===== src/scope_pkg.sv =====
//--------------------------------------------------------------------------
// scope package
// widths, register map, trigger source codes and reset values shared by
// the one-channel capture engine
//--------------------------------------------------------------------------
`default_nettype none

package scope_pkg;

  //--------------------------------------------------------------------------
  // widths

  localparam int dwi_p    = 14;  // adc sample width
  localparam int rsz_p    = 10;  // log2 of buffer entries
  localparam int dly_w_p  = 32;  // post-trigger delay counter
  localparam int bus_aw_p = 20;  // decoded bus address
  localparam int bus_dw_p = 32;  // bus data

  localparam int buf_region_bit_p = 16;  // address bit selecting buffer readback

  // reset values
  localparam logic [4:0] rst_dec_p = 5'd0;  // no decimation
  localparam logic       rst_avg_p = 1'b1;  // averaging on

  //--------------------------------------------------------------------------
  // encodings

  // trigger source codes of the register map
  typedef enum logic [3:0] {
    trg_none    = 4'd0,  // idle
    trg_sw      = 4'd1,  // software
    trg_ext_pos = 4'd6,  // external rising edge
    trg_ext_neg = 4'd7   // external falling edge
  } trg_src_e;

  typedef enum logic [bus_aw_p-1:0] {
    reg_ctrl    = 20'h00000,  // arm in b0 and reset in b1
    reg_trg_src = 20'h00004,  // trigger source
    reg_dly     = 20'h00010,  // samples kept after trigger
    reg_dec     = 20'h00014,  // decimation shift code
    reg_wp_cur  = 20'h00018,  // current write pointer
    reg_wp_trig = 20'h0001C,  // write pointer at trigger
    reg_avg_en  = 20'h00028   // averaging enable
  } reg_addr_e;

endpackage

`default_nettype wire


===== src/scope_trigger.sv =====
//--------------------------------------------------------------------------
// scope trigger controller
// synchronizes the external trigger, selects the trigger event and runs
// the arm, trigger and post-trigger delay sequence
//--------------------------------------------------------------------------
`timescale 1ns/1ps
`default_nettype none

module scope_trigger
  import scope_pkg::*;
(
  input  wire                clk,
  input  wire                rstn,
  input  wire                trg_ext_i,      // async external trigger
  input  wire                trg_sw_i,       // software trigger pulse
  input  wire                trg_src_wr_i,   // source register write
  input  wire  [3:0]         trg_src_val_i,
  input  wire                arm_i,
  input  wire                clr_i,
  input  wire                dec_vld_i,      // decimated sample strobe
  input  wire  [dly_w_p-1:0] dly_i,          // samples kept after trigger
  output trg_src_e           trg_src_o,
  output logic               we_o,           // buffer writing enabled
  output logic               dly_act_o,      // post-trigger delay running
  output logic               trg_o           // accepted trigger pulse
);

  logic [2:0]         ext_q;    // two sync stages plus edge history
  logic               ext_pos;
  logic               ext_neg;
  trg_src_e           src_q;
  trg_src_e           src_sel;  // source seen by this cycle's event
  logic               evt;
  logic               accept;
  logic               done;     // last post-trigger sample is in
  logic               we_q;
  logic [dly_w_p-1:0] cnt_q;    // samples still to write

  assign ext_pos = ext_q[1] && !ext_q[2];
  assign ext_neg = !ext_q[1] && ext_q[2];
  assign src_sel = trg_src_wr_i ? trg_src_e'(trg_src_val_i) : src_q;

  always_comb begin
    case (src_sel)
      trg_sw:      evt = trg_sw_i;
      trg_ext_pos: evt = ext_pos;
      trg_ext_neg: evt = ext_neg;
      default:     evt = 1'b0;  // trg_none and unused codes
    endcase
  end

  assign done      = dly_act_o && (cnt_q == '0);
  assign we_o      = we_q && !done;  // stop in the same cycle
  assign accept    = evt && we_o && !dly_act_o;
  assign trg_src_o = src_q;

  //--------------------------------------------------------------------------
  // arm, trigger and delay state

  always_ff @(posedge clk) begin
    if (!rstn) begin
      ext_q     <= '0;
      we_q      <= 1'b0;
      dly_act_o <= 1'b0;
      trg_o     <= 1'b0;
      src_q     <= trg_none;
      cnt_q     <= '0;
    end else begin
      ext_q <= {ext_q[1:0], trg_ext_i};
      trg_o <= accept && !clr_i && !arm_i;
      if (clr_i || done) begin
        we_q      <= 1'b0;
        dly_act_o <= 1'b0;
      end else if (arm_i) begin
        we_q      <= 1'b1;  // accepted in any state
        dly_act_o <= 1'b0;
      end else if (accept) begin
        dly_act_o <= 1'b1;
      end
      if (trg_src_wr_i) begin
        src_q <= trg_src_e'(trg_src_val_i);
      end else if (done || clr_i) begin
        src_q <= trg_none;  // one-shot source
      end
      if (!dly_act_o) begin
        cnt_q <= dly_i;
      end else if (dec_vld_i && cnt_q != '0) begin
        cnt_q <= cnt_q - dly_w_p'(1);
      end
    end
  end

  // trigger only from a live capture, and it starts the delay
  trg_we_a: assert property (@(posedge clk) disable iff (!rstn)
    trg_o |-> $past(we_o) && dly_act_o)
    else $error("trigger pulse outside an armed capture");

endmodule

`default_nettype wire


===== config.mk =====
export PLATFORM = sky130hd
export DESIGN_NAME = scope_trigger
export DESIGN_NICKNAME = d
export VERILOG_FILES = /design/src/scope_pkg.sv /design/src/scope_trigger.sv
export SDC_FILE = /design/constraint.sdc
export NUM_CORES = 1
export LEC_CHECK = 0
export ABC_CLOCK_PERIOD_IN_PS = 2200
export BUFFER_PORTS_ARGS = -buffer_cell sky130_fd_sc_hd__buf_4
export CORE_ASPECT_RATIO = 1.2
export CORE_MARGIN = 5
export CORE_UTILIZATION = 49
export CTS_CLUSTER_DIAMETER = 200
export DETAILED_ROUTE_END_ITERATION = 16
export PLACE_DENSITY = 0.87
export SLEW_MARGIN = 20
export SYNTH_ARGS = -nofsm -noshare
export SYNTH_HDL_FRONTEND = slang
export SYNTH_SLANG_ARGS = --single-unit

===== constraint.sdc =====
create_clock -name clk -period 2.2 [get_ports clk]
set_input_delay 0.44 -clock clk [delete_from_list [all_inputs] [get_ports clk]]
set_output_delay 0.44 -clock clk [all_outputs]
set_load 0.005 [all_outputs]

==> qor.txt <==
Status: finished, violations left
Failing checks: setup timing
DP HPWL: 4600 um
Critical path's largest stage delay: 530 ps
Port-buffer cells: 50
Class of the worst hold path: input port to register
Clock latency at the later pin of the worst-skew pair: 310 ps
Worst clock skew: 10.4 ps
Slew Limit Fails: 0
Share of layout cells above drive strength 1: 33.2%
Placed cell count: 421
Final period util: 107%
Area leader, netlist: dfxtp_1
Cell area power density: 528 nW/um^2
Routed wire per std cell: 17.1 um
Gr busiest metal: met2
Setup crit end kind: output port
Post-Synth Adder-Cell Area: 0.530%
Power share of the clock group: 35.8%
H-tree depth: 2
Crit start category: register
CP Cell Sequence: or4_4, and4bb_2, nand4_4, and2_4, buf_6
Buf/Inv on CP: 1
Sink Count: 42
Ports: 51
# setup viols final: 14
Met3 Use GR: 4.57%
Largest family of logic cells by synthesized area: simple AND/OR/NAND/NOR gates
Yosys cell types: 50
Longest Clk Path Bufs: 2
Pleak: 1.32 nW
Setup CP Type: register to output port
Fin crit period: 2340 ps
Number of flops mapped to enable cells by yosys: 0
Net Count, Synth: 352
Yosys top cell area share: 35.6%
Largest net degree at the start of global routing: 56
Vias post-DR: 2700
Vias in the first global route: 2318
Worst VDD drop: 0.365 mV
Root buf cell: clkbuf_8
Sw frac: 26.3%
Post-route DRC violation count: 0
Top-count cell post-synth: dfxtp_1
RSZ-0062 raised after global routing: true
All-Layer GR Usage: 20.8%
Crit path max fanout: 4
Seq pwr share: 48.1%
Overflow after GRT: 0
Synth Area in Compound Gates: 25.4%
Area grow syn2layout: 39.0%
Post-synthesis register bit count: 42
DRT Pass-1 Iters: 5
Nets: 421
Cell family with most CP delay: simple AND/OR/NAND/NOR gates
Top FF cell, synth: dfxtp_1
YS warnings: 0
Max-cap violations: 0
Register area share after synthesis: 35.6%
Worst R2R Path Depth: 9
Sw Pwr: 0.456 mW
Diode count: 0
Post-synth ARST share: 0%
DRT iter0 DRCs: 337
Proportion of synthesized area in mux cells: 2.12%
Synthesized area: 2360 um^2
Design Power: 1.73 mW
Final hold violations: 0
CTS tree: yes
Die width: 73.4 um
Setup TNS: -776 ps
Slowest-stage cell, CP: or4_4
WL final: 7440 um
CTS Hold Bufs: 0
Most frequent cells after synthesis: dfxtp_1 (42), nand2_1 (36), a21oi_1 (30)
Max Clock Freq: 0.427 GHz
Slew HR: 61.2%
Worst slew pin tran: 581 ps
Starting Density: 51.0%
Synth Area in XOR/XNOR: 0%
Critical Path RT: 1760 ps
Simple-gate share of the synthesized area: 31.7%
Row Count: 27
Hold_ws: 339 ps
WP data arrival: 1900 ps
Cts bufs inserted: 5
Setup ws final: -145 ps
Die height: 86.1 um
Mapped Cells: 307
Comb pwr share: 16.0%
Global-route wire length before repair: 10600 um
GR Util met2: 33.8%
Post-Layout Cell Count: 435
Post-route ant nets: 0
Internal power: 1.28 mW
Clk slew on worst S/H paths: 80 ps
Hold path depth: 2
Grt met1 use: 27.0%
DIE AREA: 6320 um^2
Initial antenna violation count: 0
Core area: 4630 um^2
Gpl congestion: 0.941
Vias per cell: 6.21
Synth area leaders: dfxtp_1 (36%), a21oi_1 (6.4%), nand2_1 (5.7%)
Stages on worst setup path: 5
Syn Area/Cell: 7.69 um^2
==> metrics by stage <==
step	instance area [um^2]	setup WS, ps	util [%]
after global routing	3280	-205	70.9
final	3280	-145	70.9
after floorplan	2360	53.5	-
after detailed placement	2920	-86.2	63.2
after global placement	2920	-33.5	63.2
after CTS	3080	-183	66.5
==> sequential cells by signal, summed over array words and instances (netlist names) <==
name and flops:
dly_act_o 1, trg_src_o 4, we_q 1, cnt_q 32
trg_o 1, ext_q 3
==> power groups by stage <==
| stage | Clock, mW | Combinational, mW | Sequential, mW |
|---|---|---|---|
| finish | 0.621 | 0.278 | 0.835 |
| CTS | 0.618 | 0.254 | 0.830 |
| global route | 0.652 | 0.305 | 0.840 |
| detailed placement | 0 | 0.249 | 0.846 |
| floorplan | 0 | 0.132 | 0.841 |
| global placement | 0 | 0.243 | 0.845 |
==> metal layers <==
| metal | part of all wire (%) | wire [um] | vias up |
|---|---|---|---|
| met3 | 7.4 | 554 | 13 |
| met4 | 2.0 | 148 | 0 |
| met1 | 41 | 3060 | 1294 |
| li1 | - | - | 1263 |
| met2 | 49 | 3680 | 130 |
| met5 | 0 | 0 | - |
==> cells in the final DEF, fill, tap and decap left out, drive strengths merged, types with 8 or more instances in the layout <==
| cell type | instances |
|---|---|
| a21oi | 30 |
| a31oi | 10 |
| and2 | 10 |
| buf | 79 |
| dfxtp | 42 |
| nand2 | 36 |
| nand3 | 9 |
| nor2 | 27 |
| nor2b | 11 |
| nor3 | 9 |
| o21ai | 19 |
| o32ai | 8 |
==> worst reg2reg max path, stage by stage (launching register included) <==
cell	delay, ps
dfxtp_1	350
or4_4	530
and4bb_2	350
buf_4	130
buf_6	100
and2_4	140
nand4_1	220
buf_4	240
nor2_1	70
o21a_1	130
==> what timing repair did <==
action                     in CTS  in global routing
setup endpoints to repair       5                 24
buffers inserted                2                  3
pin swaps                       6                 16
gates cloned                    0                  1
gates resized for setup         7                 38
==> path summary, 6_finish.rpt <==
check | start | end | slack (ps)
max | cnt_q[10] | we_o | -140
min | trg_ext_i | ext_q[0] | 340
max reg2reg | cnt_q[10] | cnt_q[17] | -120
min reg2reg | ext_q[0] | ext_q[1] | 440
==> kinds of logic (layout without fill, tap and decap cells) <==
kind of cell,Yosys count,after routing
and+or+nand+nor,140,140
AOI/OAI and AO/OA,93,93
DFF,42,42
buffers and inverters,26,96
muxes,5,5
adders and majority gates,1,1
==> area by class of cell <==
class                   count  area (um^2)
flip-flops and latches     42          853
inverters                   8         30.0
multi-input cells         239         1550
clock buffers               5         68.8
fillers                   322         1350
well taps                  58         72.6
repair buffers             80          668
clock inverters             3         40.0
No activity file was read; power rests on OpenSTA's default activity.
