--- src/scope_pkg.sv ---
//--------------------------------------------------------------------------
// scope package
// widths, register map, trigger source codes and reset values shared by
// the one-channel capture engine
//--------------------------------------------------------------------------
`default_nettype none

package scope_pkg;

  //--------------------------------------------------------------------------
  // widths

  localparam int dwi_p    = 14;  // adc sample width
  localparam int rsz_p    = 10;  // log2 of buffer entries
  localparam int dly_w_p  = 32;  // post-trigger delay counter
  localparam int bus_aw_p = 20;  // decoded bus address
  localparam int bus_dw_p = 32;  // bus data

  localparam int buf_region_bit_p = 16;  // address bit selecting buffer readback

  // reset values
  localparam logic [4:0] rst_dec_p = 5'd0;  // no decimation
  localparam logic       rst_avg_p = 1'b1;  // averaging on

  //--------------------------------------------------------------------------
  // encodings

  // trigger source codes of the register map
  typedef enum logic [3:0] {
    trg_none    = 4'd0,  // idle
    trg_sw      = 4'd1,  // software
    trg_ext_pos = 4'd6,  // external rising edge
    trg_ext_neg = 4'd7   // external falling edge
  } trg_src_e;

  typedef enum logic [bus_aw_p-1:0] {
    reg_ctrl    = 20'h00000,  // arm in b0 and reset in b1
    reg_trg_src = 20'h00004,  // trigger source
    reg_dly     = 20'h00010,  // samples kept after trigger
    reg_dec     = 20'h00014,  // decimation shift code
    reg_wp_cur  = 20'h00018,  // current write pointer
    reg_wp_trig = 20'h0001C,  // write pointer at trigger
    reg_avg_en  = 20'h00028   // averaging enable
  } reg_addr_e;

endpackage

`default_nettype wire

--- src/scope_regs.sv ---
//--------------------------------------------------------------------------
// scope register bank
// system bus decode, capture settings, command pulses, status readback
// and the two cycle buffer read
//--------------------------------------------------------------------------
`timescale 1ns/1ps
`default_nettype none

module scope_regs
  import scope_pkg::*;
#(
  parameter int dwi_p = scope_pkg::dwi_p,
  parameter int rsz_p = scope_pkg::rsz_p
) (
  input  wire                      clk,
  input  wire                      rstn,
  input  wire        [bus_aw_p-1:0] sys_addr_i,
  input  wire        [bus_dw_p-1:0] sys_wdata_i,
  input  wire                      sys_wen_i,
  input  wire                      sys_ren_i,
  output logic       [bus_dw_p-1:0] sys_rdata_o,
  output logic                     sys_ack_o,
  output logic                     sys_err_o,
  input  wire                      we_i,
  input  wire                      dly_act_i,
  input  trg_src_e                 trg_src_i,
  input  wire        [rsz_p-1:0]   wp_cur_i,
  input  wire        [rsz_p-1:0]   wp_trig_i,
  input  wire signed [dwi_p-1:0]   rd_dat_i,
  output logic                     rd_en_o,
  output logic       [rsz_p-1:0]   rd_addr_o,
  output logic                     arm_o,
  output logic                     clr_o,
  output logic                     trg_sw_o,
  output logic                     trg_src_wr_o,
  output logic       [3:0]         trg_src_val_o,
  output logic       [dly_w_p-1:0] dly_o,
  output logic       [4:0]         dec_o,
  output logic                     avg_en_o
);

  reg_addr_e           addr;
  logic                buf_sel;    // buffer region access
  logic                reg_wr;
  logic                sys_en;
  logic                rd_pend_q;  // buffer read in flight
  logic                hit;        // mapped register
  logic [bus_dw_p-1:0] rdata_d;

  assign addr      = reg_addr_e'(sys_addr_i);
  assign buf_sel   = sys_addr_i[buf_region_bit_p];
  assign sys_en    = sys_wen_i || sys_ren_i;
  assign reg_wr    = sys_wen_i && !buf_sel;
  assign rd_en_o   = sys_ren_i && buf_sel && !rd_pend_q;
  assign rd_addr_o = sys_addr_i[rsz_p+1:2];  // word index

  //--------------------------------------------------------------------------
  // settings and command pulses

  always_ff @(posedge clk) begin
    if (!rstn) begin
      dly_o        <= '0;
      dec_o        <= rst_dec_p;
      avg_en_o     <= rst_avg_p;
      arm_o        <= 1'b0;
      clr_o        <= 1'b0;
      trg_sw_o     <= 1'b0;
      trg_src_wr_o <= 1'b0;
    end else begin
      arm_o        <= reg_wr && (addr == reg_ctrl) && sys_wdata_i[0];
      clr_o        <= reg_wr && (addr == reg_ctrl) && sys_wdata_i[1];
      trg_src_wr_o <= reg_wr && (addr == reg_trg_src);
      trg_sw_o     <= reg_wr && (addr == reg_trg_src) && (sys_wdata_i[3:0] == trg_sw);
      if (reg_wr && addr == reg_dly)    dly_o    <= sys_wdata_i[dly_w_p-1:0];
      if (reg_wr && addr == reg_dec)    dec_o    <= sys_wdata_i[4:0];
      if (reg_wr && addr == reg_avg_en) avg_en_o <= sys_wdata_i[0];
    end
  end

  // source value goes out with its write strobe
  always_ff @(posedge clk) begin
    trg_src_val_o <= sys_wdata_i[3:0];
  end

  //--------------------------------------------------------------------------
  // readback

  always_comb begin
    hit     = 1'b1;
    rdata_d = '0;
    case (addr)
      reg_ctrl:    rdata_d = bus_dw_p'({dly_act_i, 1'b0, we_i});
      reg_trg_src: rdata_d = bus_dw_p'(trg_src_i);
      reg_dly:     rdata_d = bus_dw_p'(dly_o);
      reg_dec:     rdata_d = bus_dw_p'(dec_o);
      reg_wp_cur:  rdata_d = bus_dw_p'(wp_cur_i);
      reg_wp_trig: rdata_d = bus_dw_p'(wp_trig_i);
      reg_avg_en:  rdata_d = bus_dw_p'(avg_en_o);
      default:     hit     = 1'b0;
    endcase
  end

  always_ff @(posedge clk) begin
    if (!rstn) begin
      rd_pend_q <= 1'b0;
      sys_ack_o <= 1'b0;
      sys_err_o <= 1'b0;
    end else begin
      rd_pend_q <= rd_en_o;
      // registers ack next cycle, buffer reads once ram data is back
      sys_ack_o <= (sys_en && !(sys_ren_i && buf_sel)) || rd_pend_q;
      sys_err_o <= sys_en && !buf_sel && !hit;
    end
  end

  always_ff @(posedge clk) begin
    if (rd_pend_q) begin
      sys_rdata_o <= bus_dw_p'(rd_dat_i);  // sign extended sample
    end else begin
      sys_rdata_o <= rdata_d;
    end
  end

  ack_src_a: assert property (@(posedge clk) disable iff (!rstn)
    $rose(sys_ack_o) |-> $past(sys_en) || $past(sys_ren_i, 2))
    else $error("bus ack without a strobe");

endmodule

`default_nettype wire

--- config.mk ---
export PLATFORM = sky130hd
export DESIGN_NAME = scope_regs
export DESIGN_NICKNAME = d
export VERILOG_FILES = /design/src/scope_pkg.sv /design/src/scope_regs.sv
export SDC_FILE = /design/constraint.sdc
export NUM_CORES = 1
export LEC_CHECK = 0
export ABC_AREA = 1
export CAP_MARGIN = 40
export CELL_PAD_IN_SITES_DETAIL_PLACEMENT = 0
export CELL_PAD_IN_SITES_GLOBAL_PLACEMENT = 1
export CORE_UTILIZATION = 45
export CTS_CLUSTER_SIZE = 14
export DETAILED_ROUTE_END_ITERATION = 10
export DONT_BUFFER_PORTS = 1
export PLACE_DENSITY = 0.85
export SLEW_MARGIN = 25
export SYNTH_ARGS = -nofsm -noshare
export SYNTH_HDL_FRONTEND = slang
export SYNTH_SLANG_ARGS = --single-unit
--- constraint.sdc ---
create_clock -name clk -period 2.9 [get_ports clk]
set_input_delay 0.58 -clock clk [delete_from_list [all_inputs] [get_ports clk]]
set_output_delay 0.58 -clock clk [all_outputs]
set_load 0.1 [all_outputs]
==> impl_metrics.py, run 1 <==
metrics = {
    "timing": {
        "setup_viol": 0,
        "holdWs_ns": 0.259,
        "slew_headroom_pct": 62.9,
        "finalCritPeriodShare_pct": 68.0,
        "rsz0062_at_grt": "no",
        "hold_violations": 0,
        "slew_violations": 0,
        "setup_tns_ns": 0,
        "max_freq_mhz": 507,
        "post-route-min-period_ns": 1.97,
        "tightestPinTransition_ns": 0.555,
        "finalClockSkew_ns": 0.00890,
    },
    "yosys": {
        "ys_seq_elements": 81,
        "synth.avg_cell_area_um2": 7.53,
        "yosysUniqueCellTypes": 24,
        "synth_cells": 448,
        "synth_ff_type": "dfxtp_1",
        "synth_edf_count": 0,
        "synth_warnings": 0,
        "async_flop_share_pct": 0,
        "synth_area_um2": 3370,
        "synth_seq_area_share_pct": 48.1,
        "syn_nets": 544,
    },
    "layout": {
        "diodes": 0,
        "finalNetCount": 611,
        "drive_gt1_share_pct": 24.0,
        "area_growth_pct": 44.0,
        "final_util_pct": 67.0,
        "fillCellCount": 584,
    },
    "clocking": {
        "cts_tree": "yes",
        "cts_buffers": 9,
        "cts_setup_buffers": 0,
        "clock_path_buffers": 2,
        "clockRootBuffer": "clkbuf_8",
        "cts.sinks": 81,
        "cts_resized": 0,
        "clock_insertion_delay_worst_skew_ns": 0.34,
        "clk_pin_slew_ns": 0.08,
        "holdBufCountCts": 0,
        "cts_htree_levels": 3,
    },
    "power": {
        "totalPowerFinal_mw": 2.39,
        "p_leak_nw": 2.18,
        "ir_worst_vdd_uv": 368,
        "p_per_area_nw_per_um2": 491,
    },
    "global_route": {
        "gr-total-overflow": 0,
        "grt_pass1_vias": 2984,
        "grt_max_degree": 43,
        "grt_first_pass_wirelength_um": 14700,
        "grt_usage_pct": 24.8,
        "antenna_found_initial": 0,
    },
    "flow_run": {
        "maxCapViolations": 0,
    },
    "routing": {
        "wirelength_um": 9670,
        "first_iter_violations": 185,
        "viasPerCell": 5.23,
        "antenna_left": 0,
        "via_count": 3240,
        "first_pass_iters": 5,
        "drc_errors": 0,
        "wl_per_cell_um": 15.6,
    },
    "setup_path": {
        "worst_r2r_path_depth": 3,
        "endpoint_kind": "register",
        "reg2reg_from": "rd_pend_q$_SDFF_PN0_",
        "crit_path_top_delay_cell": "nor2_8",
        "start_kind": "primary input",
        "r2r_end": "sys_rdata_o[13]$_DFF_P_",
        "crit_required_ns": 3.14,
        "worstPathCellList": "nor2_4 > nand2_2 > nor2_4 > nand3b_4 > nor2_8 > inv_4 > nor2_1 > nor2_1",
        "critPathMaxStageDelay_ns": 0.48,
        "critPathKind": "primary input to register",
        "critPathArrivalTime_ns": 2.21,
        "crit_end": "dly_o[19]$_SDFFE_PN0P_",
        "cp-startpoint": "sys_addr_i[1]",
        "r2r_slack_ns": 1.57,
        "cp_max_fo": 37,
    },
    "die": {
        "die_h_um": 88.6,
        "initial_core_util_pct": 46.5,
        "die_w_um": 88.6,
        "core_area_um2": 7250,
        "dieArea_um2": 7850,
        "rows": 31,
        "io_pins": 187,
    },
    "min_path": {
        "holdCritPathClass": "primary input to register",
    },
    "place": {
        "port_buffers": 0,
        "gp_congestion": 0.790,
        "hpwl_um": 7170,
    },
    "outcome": {
        "status": "finished, final reports clean",
    },
}
[through the flow]
| step | instance area, um2 | worst slack, ns | instances |
|---|---|---|---|
| floorplan | 3380 | 0.449 | 448 |
| global placement | 3390 | 0.648 | 526 |
| detailed placement | 4610 | 0.585 | 603 |
| CTS | 4860 | 0.940 | 619 |
| global route | 4860 | 0.767 | 619 |
| finish | 4860 | 0.927 | 619 |
[power by group]
group          internal [mW]  switching [mW]
combinational         0.0641           0.167
sequential              1.13          0.0117
clock                  0.621           0.394
total                   1.81           0.573
[cell type report]
class                           instances  area [um2]  share of cell area (%)
Timing Repair Buffer                   89        1310                    26.9
Clock inverter                          4        98.8                    2.03
Tap cell                               99         124                    2.55
Inverter                               21        81.3                    1.67
Clock buffer                           12         155                    3.19
Multi-Input combinational cell        313        1470                    30.3
Sequential cell                        81        1620                    33.4
[metal layers]
layer | vias up | share of wire (%) | track usage (%)
met5 | - | 0 | 0
met4 | 0 | 1.6 | 10.4
met3 | 15 | 10 | 8.02
met2 | 163 | 50 | 41.7
met1 | 1479 | 38 | 28.9
li1 | 1583 | - | -
[logic make-up after synthesis]
group / synth area share (%)
AND/OR/NAND/NOR: 33.3
buffers and inverters: 8.68
AO/OA/AOI/OAI: 9.94
flip-flops: 48.1
[layout by cell type (no fill, tap or decap), drive strengths merged]
cell / n
nor2: 99
nand2: 92
buf: 89
dfxtp: 81
o21ai: 63
nand4: 25
nand3: 22
inv: 21
clkbuf: 12
a21oi: 4
nor3: 4
bufinv: 3
nand3b: 2
nor4: 1
and2: 1
clkinv: 1
[Yosys cell counts, types with 5 or more instances]
cell type / number / area, um2
buf_4: 12 / 90.1
buf_6: 5 / 56.3
clkbuf_1: 12 / 45.0
dfxtp_1: 81 / 1620
inv_1: 20 / 75.1
nand2_1: 91 / 342
nand3_1: 21 / 105
nand4_1: 25 / 156
nor2_1: 83 / 312
nor2_2: 11 / 68.8
o21ai_0: 57 / 285
o21ai_1: 6 / 30.0
[worst min path at each step]
| stage | start | to | slack [ns] | cells after the start |
|---|---|---|---|---|
| finish | sys_wdata_i[3] | trg_src_val_o[3]$_DFF_P_ | 0.26 | 0 |
| global route | sys_wdata_i[1] | trg_src_val_o[1]$_DFF_P_ | 0.23 | 0 |
| CTS | sys_wdata_i[1] | trg_src_val_o[1]$_DFF_P_ | 0.24 | 0 |
| detailed placement | dly_o[16]$_SDFFE_PN0P_ | sys_rdata_o[16]$_DFF_P_ | 0.51 | 2 |
| global placement | dec_o[3]$_SDFFE_PN0P_ | dec_o[3]$_SDFFE_PN0P_ | 0.50 | 2 |
| floorplan | sys_wdata_i[0] | trg_src_val_o[0]$_DFF_P_ | 0.61 | 0 |
[worst max-delay path: cells and delay by family]
family	cells	cell delay [ns]
AND/OR/NAND/NOR	7	1.36
buffers and inverters	1	0.25
[sequential cells by signal, indices dropped and copies added (netlist names), 4 cells and up]
register	cells
dly_o	32
dec_o	5
trg_src_val_o	4
sys_rdata_o	32
Power figures use the tool's default switching activity.
==> run 2, diff against run 1 <==
- CORE_UTILIZATION: 45 -> 38
- PLACE_DENSITY: 0.85 -> 0.77
- clock period: 2.9 -> 1.8 ns (I/O delays scaled with it)
==> run 2 against run 1 <==
Non-clock buffer count increased by 2. Critical endpoint is now rd_en_o. First-iteration DRC count decreased by 46%. Wire length shrank 4.4%. Final cell count up 1.8%.
==> impl_metrics.py, run 2 (same netlist as run 1, synthesis figures left out) <==
metrics = {
    "place": {
        "port_buffers": 0,
        "hpwl_um": 6890,
        "gp_congestion": 0.865,
        "placed_cell_area_um2": 4020,
        "place_inst": 614,
        "dp_slack_ns": 0.175,
    },
    "die": {
        "die_h_um": 96.2,
        "initial_core_util_pct": 38.9,
        "dieArea_um2": 9260,
        "io_pins": 187,
        "core_area_um2": 8680,
        "die_w_um": 96.2,
        "rows": 34,
    },
    "layout": {
        "area_growth_pct": 26.0,
        "layout_common_cells": "nand2_1 (91), buf_4 (89), nor2_1 (83)",
        "final_cell_count_no_fill": 630,
        "drive_gt1_share_pct": 24.1,
        "mostFrequentLayoutCell": "nand2_1",
        "final_util_pct": 49.0,
        "top_regs": "dly_o: 32 flops, sys_rdata_o: 32 flops, dec_o: 5 flops",
        "fillCellCount": 884,
        "diodes": 0,
        "finalNetCount": 613,
        "fin_area_um2": 4250,
    },
    "clocking": {
        "clock_insertion_delay_worst_skew_ns": 0.34,
        "cts_tree": "yes",
        "cts_buffers": 9,
        "clockRootBuffer": "clkbuf_8",
        "cts_resized": 0,
        "cts_htree_levels": 3,
        "cts_setup_buffers": 0,
        "cts.sinks": 81,
        "clock_path_buffers": 2,
        "clk_pin_slew_ns": 0.08,
        "holdBufCountCts": 0,
    },
    "timing": {
        "tightestPinTransition_ns": 0.520,
        "hold_violations": 0,
        "max_freq_mhz": 641,
        "finalCritPeriodShare_pct": 86.6,
        "slew_violations": 0,
        "rsz0062_at_grt": "no",
        "setup_tns_ns": 0,
        "finalClockSkew_ns": 0.00620,
        "post-route-min-period_ns": 1.56,
        "slew_headroom_pct": 65.3,
        "finalWorstSetupSlack_ns": 0.241,
        "holdWs_ns": 0.0441,
        "setup_viol": 0,
    },
    "global_route": {
        "globalRouteMet2Util_pct": 31.9,
        "grt_pass1_vias": 2649,
        "grt_first_pass_wirelength_um": 13100,
        "gr-total-overflow": 0,
        "antenna_found_initial": 0,
        "grt_usage_pct": 19.1,
        "grt_max_degree": 43,
        "globalRouteMet3Util_pct": 8.45,
        "use_met1_pct": 21.8,
        "grt.busiest_layer": "met2",
    },
    "power": {
        "p_leak_nw": 2.03,
        "ir_worst_vdd_uv": 437,
        "totalPowerFinal_mw": 3.71,
        "p_per_area_nw_per_um2": 872,
    },
    "setup_path": {
        "endpoint_kind": "output port",
        "critPathMaxStageDelay_ns": 0.35,
        "cp_max_fo": 3,
        "critPathKind": "register to output port",
        "cp-startpoint": "rd_pend_q$_SDFF_PN0_",
        "crit_required_ns": 1.44,
        "r2r_slack_ns": 0.51,
        "crit_path_top_delay_cell": "dfxtp_1",
        "reg2reg_from": "rd_pend_q$_SDFF_PN0_",
        "critPathArrivalTime_ns": 1.20,
        "worst_r2r_path_depth": 3,
        "r2r_end": "sys_rdata_o[15]$_DFF_P_",
        "crit_end": "rd_en_o",
        "worstPathCellList": "nor3_4 > buf_4",
        "start_kind": "register",
    },
    "routing": {
        "drc_errors": 0,
        "first_pass_iters": 4,
        "via_count": 3166,
        "first_iter_violations": 99,
        "wirelength_um": 9250,
        "viasPerCell": 5.03,
        "wl_per_cell_um": 14.7,
        "antenna_left": 0,
    },
    "outcome": {
        "status": "finished, final reports clean",
    },
    "flow_run": {
        "maxCapViolations": 0,
    },
    "min_path": {
        "holdCritPathClass": "primary input to register",
    },
}
-- run 2: changes by cell type in the layout (fill, tap and decap cells not counted) --
| cell | delta |
|---|---|
| buf_8 | -72 |
| clkbuf_8 | -2 |
| clkbuf_1 | +1 |
| clkinv_2 | +1 |
| buf_12 | +2 |
| buf_4 | +77 |
| buf_16 | -5 |
-- run 2: worst min-delay path by stage --
stage,start,endpoint,slack [ns],depth (start not counted)
global placement,sys_wdata_i[1],trg_src_val_o[1]$_DFF_P_,0.39,0
global route,sys_wdata_i[3],trg_src_val_o[3]$_DFF_P_,0.01,0
CTS,sys_wdata_i[3],trg_src_val_o[3]$_DFF_P_,0.02,0
detailed placement,sys_wdata_i[0],trg_src_val_o[0]$_DFF_P_,0.39,0
floorplan,sys_wdata_i[0],trg_src_val_o[0]$_DFF_P_,0.39,0
finish,sys_wdata_i[3],trg_src_val_o[3]$_DFF_P_,0.04,0
-- run 2: worst max-delay path: cells and delay by family, from the launching register on --
kind | cells | cell delay (ns)
flops | 1 | 0.35
buf+inv | 1 | 0.32
simple gates | 1 | 0.19
-- run 2: per-layer routing --
metal  part of all wire [%]  vias up
met4                    1.2        0
met2                     47      151
li1                       -     1593
met5                      0        -
met1                     40     1411
met3                     12       11
-- run 2: layout make-up --
type / count / area (um2) / share of cell area, %
flip-flops and latches: 81 / 1620 / 38.1
multi-input cells: 313 / 1470 / 34.6
repair buffers: 91 / 708 / 16.7
well taps: 108 / 135 / 3.18
clock buffers: 11 / 131 / 3.09
clock inverters: 5 / 104 / 2.44
inverters: 21 / 81.3 / 1.91
-- run 2: power breakdown --
group / internal, mW / switching, mW
Combinational: 0.0629 / 0.268
Clock: 0.923 / 0.630
Sequential: 1.82 / 0.00858
